File: src/source/sap1_pkg.sv
package sap1_pkg;

  // Word sizes
  localparam int data_width = 8;
  localparam int addr_width = 4;
  localparam int acc_width  = 16;

  typedef logic [data_width-1:0] data_t;  // Bus and memory word
  typedef logic [addr_width-1:0] addr_t;
  typedef logic [acc_width-1:0]  acc_t;   // Wide enough for the display limit

  // Upper nibble of an instruction word
  typedef enum logic [3:0] {
    op_lda = 4'd0,
    op_add = 4'd1,
    op_sub = 4'd2,
    op_hlt = 4'd15
  } opcode_t;

  // Operator-facing loader FSM
  typedef enum logic [2:0] {
    st_idle,
    st_select_prog,
    st_input_a,
    st_input_b,
    st_write_ram,
    st_write_wait,
    st_execute
  } loader_state_t;

  localparam int ram_depth = 16;

  // Memory map of the loaded program
  localparam addr_t addr_operand_a = 4'd15;
  localparam addr_t addr_operand_b = 4'd14;
  localparam int prog_length = 3;   // LDA, ADD/SUB, HLT at 0..2
  localparam int image_words = 5;   // Instructions plus both operands

  // Instruction cycle
  localparam int step_count = 6;
  localparam int step_width = $clog2(step_count);

endpackage
File: src/source/sap1_top.sv
`timescale 1ns/1ps

module sap1_top #(
  parameter int result_limit = 9999
) (
  input  logic                    clk,
  input  logic                    reset,
  input  logic                    submit,
  input  logic                    back,
  input  logic                    use_sub,
  input  sap1_pkg::data_t         switch_value,
  output sap1_pkg::loader_state_t loader_state,
  output logic                    halted,
  output sap1_pkg::acc_t          acc,
  output logic                    overflow,
  output logic                    underflow
);
  import sap1_pkg::*;

  // Loader to memory
  logic    write_en;
  addr_t   write_addr;
  data_t   write_data;
  logic    run;

  // Memory and core
  addr_t   read_addr;
  data_t   read_data;
  opcode_t opcode;
  logic    pc_out_en, pc_inc, mar_load, mem_out_en, ir_load;
  logic    ir_out_en, a_load, b_load, alu_sub, acc_load;

  program_loader loader0 (
    .clk(clk), .reset(reset), .submit(submit), .back(back), .use_sub(use_sub),
    .halted(halted), .switch_value(switch_value), .write_en(write_en),
    .write_addr(write_addr), .write_data(write_data), .run(run), .state(loader_state)
  );

  program_ram ram0 (
    .clk(clk), .reset(reset), .write_en(write_en), .write_addr(write_addr),
    .read_addr(read_addr), .write_data(write_data), .read_data(read_data)
  );

  sap1_sequencer seq0 (
    .clk(clk), .reset(reset), .run(run), .opcode(opcode), .halted(halted),
    .pc_out_en(pc_out_en), .pc_inc(pc_inc), .mar_load(mar_load),
    .mem_out_en(mem_out_en), .ir_load(ir_load), .ir_out_en(ir_out_en),
    .a_load(a_load), .b_load(b_load), .alu_sub(alu_sub), .acc_load(acc_load)
  );

  sap1_datapath #(.result_limit(result_limit)) dp0 (
    .clk(clk), .reset(reset), .pc_out_en(pc_out_en), .pc_inc(pc_inc),
    .mar_load(mar_load), .mem_out_en(mem_out_en), .ir_load(ir_load),
    .ir_out_en(ir_out_en), .a_load(a_load), .b_load(b_load), .alu_sub(alu_sub),
    .acc_load(acc_load), .read_data(read_data), .read_addr(read_addr),
    .opcode(opcode), .acc(acc), .overflow(overflow), .underflow(underflow)
  );

endmodule

File: src/source/sap1_datapath.sv
`timescale 1ns/1ps

module sap1_datapath #(
  parameter int result_limit = 9999
) (
  input  logic              clk,
  input  logic              reset,
  input  logic              pc_out_en,
  input  logic              pc_inc,
  input  logic              mar_load,
  input  logic              mem_out_en,
  input  logic              ir_load,
  input  logic              ir_out_en,
  input  logic              a_load,
  input  logic              b_load,
  input  logic              alu_sub,
  input  logic              acc_load,
  input  sap1_pkg::data_t   read_data,
  output sap1_pkg::addr_t   read_addr,
  output sap1_pkg::opcode_t opcode,
  output sap1_pkg::acc_t    acc,
  output logic              overflow,
  output logic              underflow
);
  import sap1_pkg::*;

  addr_t pc;
  addr_t mar;
  data_t ir;
  data_t a_reg;
  data_t b_reg;
  data_t bus;
  acc_t  sum;
  acc_t  diff_mag;
  logic  borrow;

  // Memory wins over PC, PC over IR operand
  always_comb begin
    if (mem_out_en)     bus = read_data;
    else if (pc_out_en) bus = {4'd0, pc};
    else if (ir_out_en) bus = {4'd0, ir[3:0]};
    else                bus = '0;
  end

  always_ff @(posedge clk or posedge reset) begin
    if (reset) begin
      pc    <= '0;
      mar   <= '0;
      ir    <= '0;
      a_reg <= '0;
      b_reg <= '0;
    end else begin
      if (pc_inc && pc != 4'd15) pc <= pc + 1'b1;  // Sticks at the top address
      if (mar_load) mar <= bus[3:0];
      if (ir_load) ir <= bus;
      if (a_load) a_reg <= bus;
      if (b_load) b_reg <= bus;
    end
  end

  assign read_addr = mar;
  assign opcode    = opcode_t'(ir[7:4]);

  // ALU
  assign sum      = acc_t'(a_reg) + acc_t'(b_reg);
  assign borrow   = (a_reg < b_reg);
  assign diff_mag = borrow ? acc_t'(b_reg - a_reg) : acc_t'(a_reg - b_reg);

  always_ff @(posedge clk or posedge reset) begin
    if (reset) begin
      acc       <= '0;
      overflow  <= 1'b0;
      underflow <= 1'b0;
    end else if (acc_load) begin
      if (alu_sub) begin
        acc       <= diff_mag;  // Sign carried by underflow
        overflow  <= 1'b0;
        underflow <= borrow;
      end else if (sum > result_limit) begin
        acc       <= acc_t'(result_limit);
        overflow  <= 1'b1;
        underflow <= 1'b0;
      end else begin
        acc       <= sum;
        overflow  <= 1'b0;
        underflow <= 1'b0;
      end
    end
  end

endmodule

File: src/source/sap1_sequencer.sv
`timescale 1ns/1ps

module sap1_sequencer (
  input  logic              clk,
  input  logic              reset,
  input  logic              run,
  input  sap1_pkg::opcode_t opcode,
  output logic              halted,
  output logic              pc_out_en,
  output logic              pc_inc,
  output logic              mar_load,
  output logic              mem_out_en,
  output logic              ir_load,
  output logic              ir_out_en,
  output logic              a_load,
  output logic              b_load,
  output logic              alu_sub,
  output logic              acc_load
);
  import sap1_pkg::*;

  logic [step_width-1:0] step;

  // Ring of six steps that holds at step 3 on HLT
  always_ff @(posedge clk or posedge reset) begin
    if (reset) begin
      step <= '0;
    end else if (!run) begin
      step <= '0;
    end else if (!halted) begin
      step <= (step == step_count - 1) ? '0 : step + 1'b1;
    end
  end

  always_comb begin
    halted     = 1'b0;
    pc_out_en  = 1'b0;
    pc_inc     = 1'b0;
    mar_load   = 1'b0;
    mem_out_en = 1'b0;
    ir_load    = 1'b0;
    ir_out_en  = 1'b0;
    a_load     = 1'b0;
    b_load     = 1'b0;
    alu_sub    = 1'b0;
    acc_load   = 1'b0;
    if (run) begin
      case (step)
        0: begin  // Fetch address
          pc_out_en = 1'b1;
          mar_load  = 1'b1;
        end
        1: pc_inc = 1'b1;
        2: begin
          mem_out_en = 1'b1;
          ir_load    = 1'b1;
        end
        3: begin
          if (opcode == op_hlt) begin
            halted = 1'b1;
          end else begin
            ir_out_en = 1'b1;  // Operand address into MAR
            mar_load  = 1'b1;
          end
        end
        4: begin
          mem_out_en = 1'b1;
          a_load     = (opcode == op_lda);
          b_load     = (opcode == op_add) || (opcode == op_sub);
        end
        5: begin
          alu_sub  = (opcode == op_sub);
          acc_load = (opcode == op_add) || (opcode == op_sub);
        end
        default: ;
      endcase
    end
  end

endmodule

File: src/source/program_ram.sv
`timescale 1ns/1ps

module program_ram (
  input  logic            clk,
  input  logic            reset,
  input  logic            write_en,
  input  sap1_pkg::addr_t write_addr,
  input  sap1_pkg::addr_t read_addr,
  input  sap1_pkg::data_t write_data,
  output sap1_pkg::data_t read_data
);
  import sap1_pkg::*;

  data_t mem [ram_depth];

  // Loader side, one word per enabled edge
  always_ff @(posedge clk or posedge reset) begin
    if (reset) begin
      for (int i = 0; i < ram_depth; i++) begin
        mem[i] <= '0;
      end
    end else if (write_en) begin
      mem[write_addr] <= write_data;
    end
  end

  assign read_data = mem[read_addr];  // Core side, no latency

endmodule

File: src/source/program_loader.sv
`timescale 1ns/1ps

module program_loader (
  input  logic                      clk,
  input  logic                      reset,
  input  logic                      submit,
  input  logic                      back,
  input  logic                      use_sub,
  input  logic                      halted,
  input  sap1_pkg::data_t           switch_value,
  output logic                      write_en,
  output sap1_pkg::addr_t           write_addr,
  output sap1_pkg::data_t           write_data,
  output logic                      run,
  output sap1_pkg::loader_state_t   state
);
  import sap1_pkg::*;

  logic     sub_sel;   // Latched program choice
  data_t    a_value;
  data_t    b_value;
  logic [2:0] word_idx;  // Position in the program image
  opcode_t  arith_op;

  always_ff @(posedge clk or posedge reset) begin
    if (reset) begin
      state    <= st_idle;
      sub_sel  <= 1'b0;
      a_value  <= '0;
      b_value  <= '0;
      word_idx <= '0;
    end else begin
      case (state)
        st_idle: begin
          if (submit) state <= st_select_prog;
        end
        st_select_prog: begin
          if (submit) begin
            sub_sel <= use_sub;
            state   <= st_input_a;
          end else if (back) begin
            state <= st_idle;
          end
        end
        st_input_a: begin
          if (submit) begin
            a_value <= switch_value;
            state   <= st_input_b;
          end else if (back) begin
            state <= st_select_prog;
          end
        end
        st_input_b: begin
          if (submit) begin
            b_value  <= switch_value;
            word_idx <= '0;
            state    <= st_write_ram;
          end else if (back) begin
            state <= st_input_a;
          end
        end
        st_write_ram: state <= st_write_wait;  // Word lands on this edge
        st_write_wait: begin
          if (word_idx == image_words - 1) begin
            state <= st_execute;
          end else begin
            word_idx <= word_idx + 1'b1;
            state    <= st_write_ram;
          end
        end
        st_execute: begin
          // Halted core holds until reset
          if (back && !halted) state <= st_idle;
        end
        default: state <= st_idle;
      endcase
    end
  end

  assign arith_op = sub_sel ? op_sub : op_add;
  assign write_en = (state == st_write_ram);
  assign run      = (state == st_execute);

  // Image word for the current index
  always_comb begin
    write_addr = addr_t'(word_idx);
    write_data = '0;
    if (word_idx < prog_length) begin
      case (word_idx)
        3'd0:    write_data = {op_lda, addr_operand_a};
        3'd1:    write_data = {arith_op, addr_operand_b};
        default: write_data = {op_hlt, 4'd0};
      endcase
    end else if (word_idx == prog_length) begin
      write_addr = addr_operand_b;
      write_data = b_value;
    end else begin
      write_addr = addr_operand_a;
      write_data = a_value;
    end
  end

endmodule

File: config.mk
export PLATFORM = sky130hd
export DESIGN_NAME = sap1_top
export DESIGN_NICKNAME = d
export VERILOG_FILES = /design/src/source/sap1_pkg.sv /design/src/source/sap1_top.sv /design/src/source/sap1_datapath.sv /design/src/source/sap1_sequencer.sv /design/src/source/program_ram.sv /design/src/source/program_loader.sv
export SDC_FILE = /design/constraint.sdc
export NUM_CORES = 1
export LEC_CHECK = 0
export BUFFER_PORTS_ARGS = -buffer_cell sky130_fd_sc_hd__buf_2
export CORE_ASPECT_RATIO = 2
export CORE_MARGIN = 2
export CORE_UTILIZATION = 56
export DETAILED_ROUTE_END_ITERATION = 10
export GPL_TIMING_DRIVEN = 0
export PLACE_DENSITY = 0.76
export SYNTH_ARGS = -nofsm -noshare
export SYNTH_HDL_FRONTEND = slang
export SYNTH_SLANG_ARGS = --single-unit
export TNS_END_PERCENT = 10
File: constraint.sdc
create_clock -name clk -period 6.21 [get_ports clk]
set_clock_uncertainty 0.2 [all_clocks]
set_input_delay 0.621 -clock clk [delete_from_list [all_inputs] [get_ports clk]]
set_output_delay 0.621 -clock clk [all_outputs]
set_load 0.02 [all_outputs]
==> out/results.tsv <==
metric	value	unit
outcome	complete, no violations	
post-synthesis register bit count	197	
Routed Antenna Nets	0	
setup_tns	0	ps
Worst Tran Pin Value	1300	ps
Post-DP Area	9790	um^2
Final Wtd Congestion	0.859	
cell count of the worst reg-to-reg path	8	
num rows	66	
setup slack at placement	3140	ps
GRT Total Usage	23.3	%
power share of the clock group	32.7	%
synthesized area	9340	um^2
syn avg cell area	11.8	um^2
max reg flops	128	
Die Width	95.3	um
Tcrit/Tclk final	51.5	%
TritonCTS clock tree	built	
Hold Crit Class	in2async	
port bufs	33	
top_reg_cell synth	dfrtp_1	
Core Box Area	16300	um^2
root buffer cell	clkbuf_16	
Period minus WS final	3200	ps
initial cell density of the core	57.4	%
leakage power	4.83	nW
Peak Freq	0.313	GHz
post-CTS setup repair buffer count	0	
CP required	5390	ps
Mapped Cells	791	
Reg2Reg Capture Point	dp0.acc[6]	
post-DR wirelength/cell	17.7	um
die area	17800	um^2
total CTS buffers	17	
Die H	187	um
PwrDens	311	nW/um^2
clock sinks	197	
CP endpoint kind	output port	
# IOs	35	
Post-synth EDFFs	0	
sequential fraction of design power	48.1	%
drt drc	0	
WL final	18.8	mm
commonest cells after routing, fill and taps aside	dfrtp_1, clkbuf_1, nand2_1	
Initial DRT Pass Iterations	5	
Int Power	2.29	mW
Final WS setup	3010	ps
Setup crit start kind	register	
total power	3.22	mW
Crit Reg-Reg Startpoint	dp0.b_reg[0]	
Clock Latency Late Sink	440	ps
clock-pin slew on the worst setup and hold paths	70	ps
Max Root-Sink Buffers	2	
Post-DP HPWL	14.2	mm
switching pwr	935	uW
CTS resizes	0	
Final Cell Area	10400	um^2
Yosys cell types	64	
Net Sw Frac	29.0	%
antenna violations before repair	0	
commonest non-fill, non-tap cell in the layout	dfrtp_1	
Comb power frac	19.2	%
synthesis warning total	0	
vias in the first global route	6342	
kind of critical path	reg2out	
post-synth net total	837	
multi-input logic area	3730	um^2
fillers	1283	
# diodes	0	
Largest regs	ram0.mem x128, dp0.acc x10	
synthesis-to-layout area growth	11.0	%
drt initial violations	393	
worst reg-to-reg setup slack	3110	ps
largest reg by FF count	ram0.mem	
max_cap viols	0	
worst path arrival time	2380	ps
fraction of layout cells with a size suffix above 1	20.5	%
total congestion overflow	0	
final hold viol count	0	
relative slew slack	12.8	%
total number of vias	6064	
largest net degree at the start of global routing	109	
Via density	5.72	
FF/Latch Area	4930	um^2
hold_buf cts	0	
Slew Limit Fails	0	
setup violators final	0	
Synth async-reset ratio	100	%
Seq/Total Area, Yosys	52.8	%
RSZ-0062 raised after global routing	false	
fin util	63.7	%
Critical Path Fanout Max	8	
VDD IR-drop max	0.301	mV
first-pass GRT wire length	31.4	mm
final net count	890	
H-tree levels	4	
[cells by family after synthesis]
family | share of synthesized area (%)
flip-flops | 52.8
multiplexers | 16.6
XOR/XNOR | 0.657
AO/OA/AOI/OAI | 9.73
buffers and inverters | 7.22
other | 0.0402
AND/OR/NAND/NOR | 8.31
adder cells (fa/ha/maj) | 4.66
[synth_stat cells, drive strengths merged, types with 3 or more instances]
master	number	area, um^2
o21a	12	90.1
mux2	45	507
mux4	36	811
o41ai	5	43.8
a311oi	3	43.8
ha	30	375
xnor2	4	35.0
a21o	5	37.5
inv	36	135
a31oi	8	50.1
clkbuf	107	402
nand4	8	50.1
and2	4	25.0
nor2b	5	31.3
nand2b	3	18.8
a221oi	7	61.3
nand2	67	251
fa	3	60.1
o21ai	33	165
a211o	3	26.3
nor3b	3	22.5
buf	23	138
mux2i	23	230
a21oi	21	116
nand3b	5	37.5
nor3	9	45.0
o211ai	4	30.0
a22o	9	78.8
dfrtp	197	4930
nand3	6	30.0
nor4	5	50.1
nor2	27	101
o22ai	3	18.8
xor2	3	26.3
[power by group through the flow]
stage | logic [mW] | clock network (mW) | registers (mW)
floorplan | 0.447 | 0 | 1.55
finish | 0.618 | 1.06 | 1.55
CTS | 0.624 | 1.07 | 1.55
global route | 0.682 | 1.14 | 1.57
global placement | 0.597 | 0 | 1.56
detailed placement | 0.617 | 0 | 1.57
[critical path, stage by stage (launching register included)]
cell	delay [ps]
dfrtp_1	310
buf_2	210
and2_1	150
ha_1	160
inv_1	70
nor3_1	730
buf_2	300
[stage by stage]
stage	instances	hold slack [ps]
after floorplan	791	224
after global placement	1028	234
after detailed placement	1029	243
after CTS	1061	105
after global routing	1061	141
final	1061	79.4
[routing by layer]
metal  vias up  global-route usage, %  wire length [um]
li1       2813                      -                 -
met1      3032                   25.3              6690
met2       156                   42.0             10700
met3        63                   4.08               619
met4         0                   11.8               868
met5         -                      0                 0
[cell type report]
type	instances	share of cell area (%)
clock inverter	11	0.990
timing repair buffer	34	1.86
buffer	130	5.20
tap	204	2.46
sequential	197	47.6
multi-input combinational	428	36.0
clock buffer	21	4.54
inverter	36	1.38
[how the worst max path moves through the flow]
stage	start	to	slack, ps	cells after the start
final	seq0.step[1]	halted	3010	6
after global routing	seq0.step[1]	halted	2930	6
after CTS	seq0.step[1]	halted	3050	6
after detailed placement	dp0.b_reg[0]	dp0.acc[6]	3140	8
after global placement	reset	ram0.mem[37]	-2030	2
after floorplan	reset	dp0.a_reg[0]	20	1
Note: power is estimated with default switching activity, not from simulation.
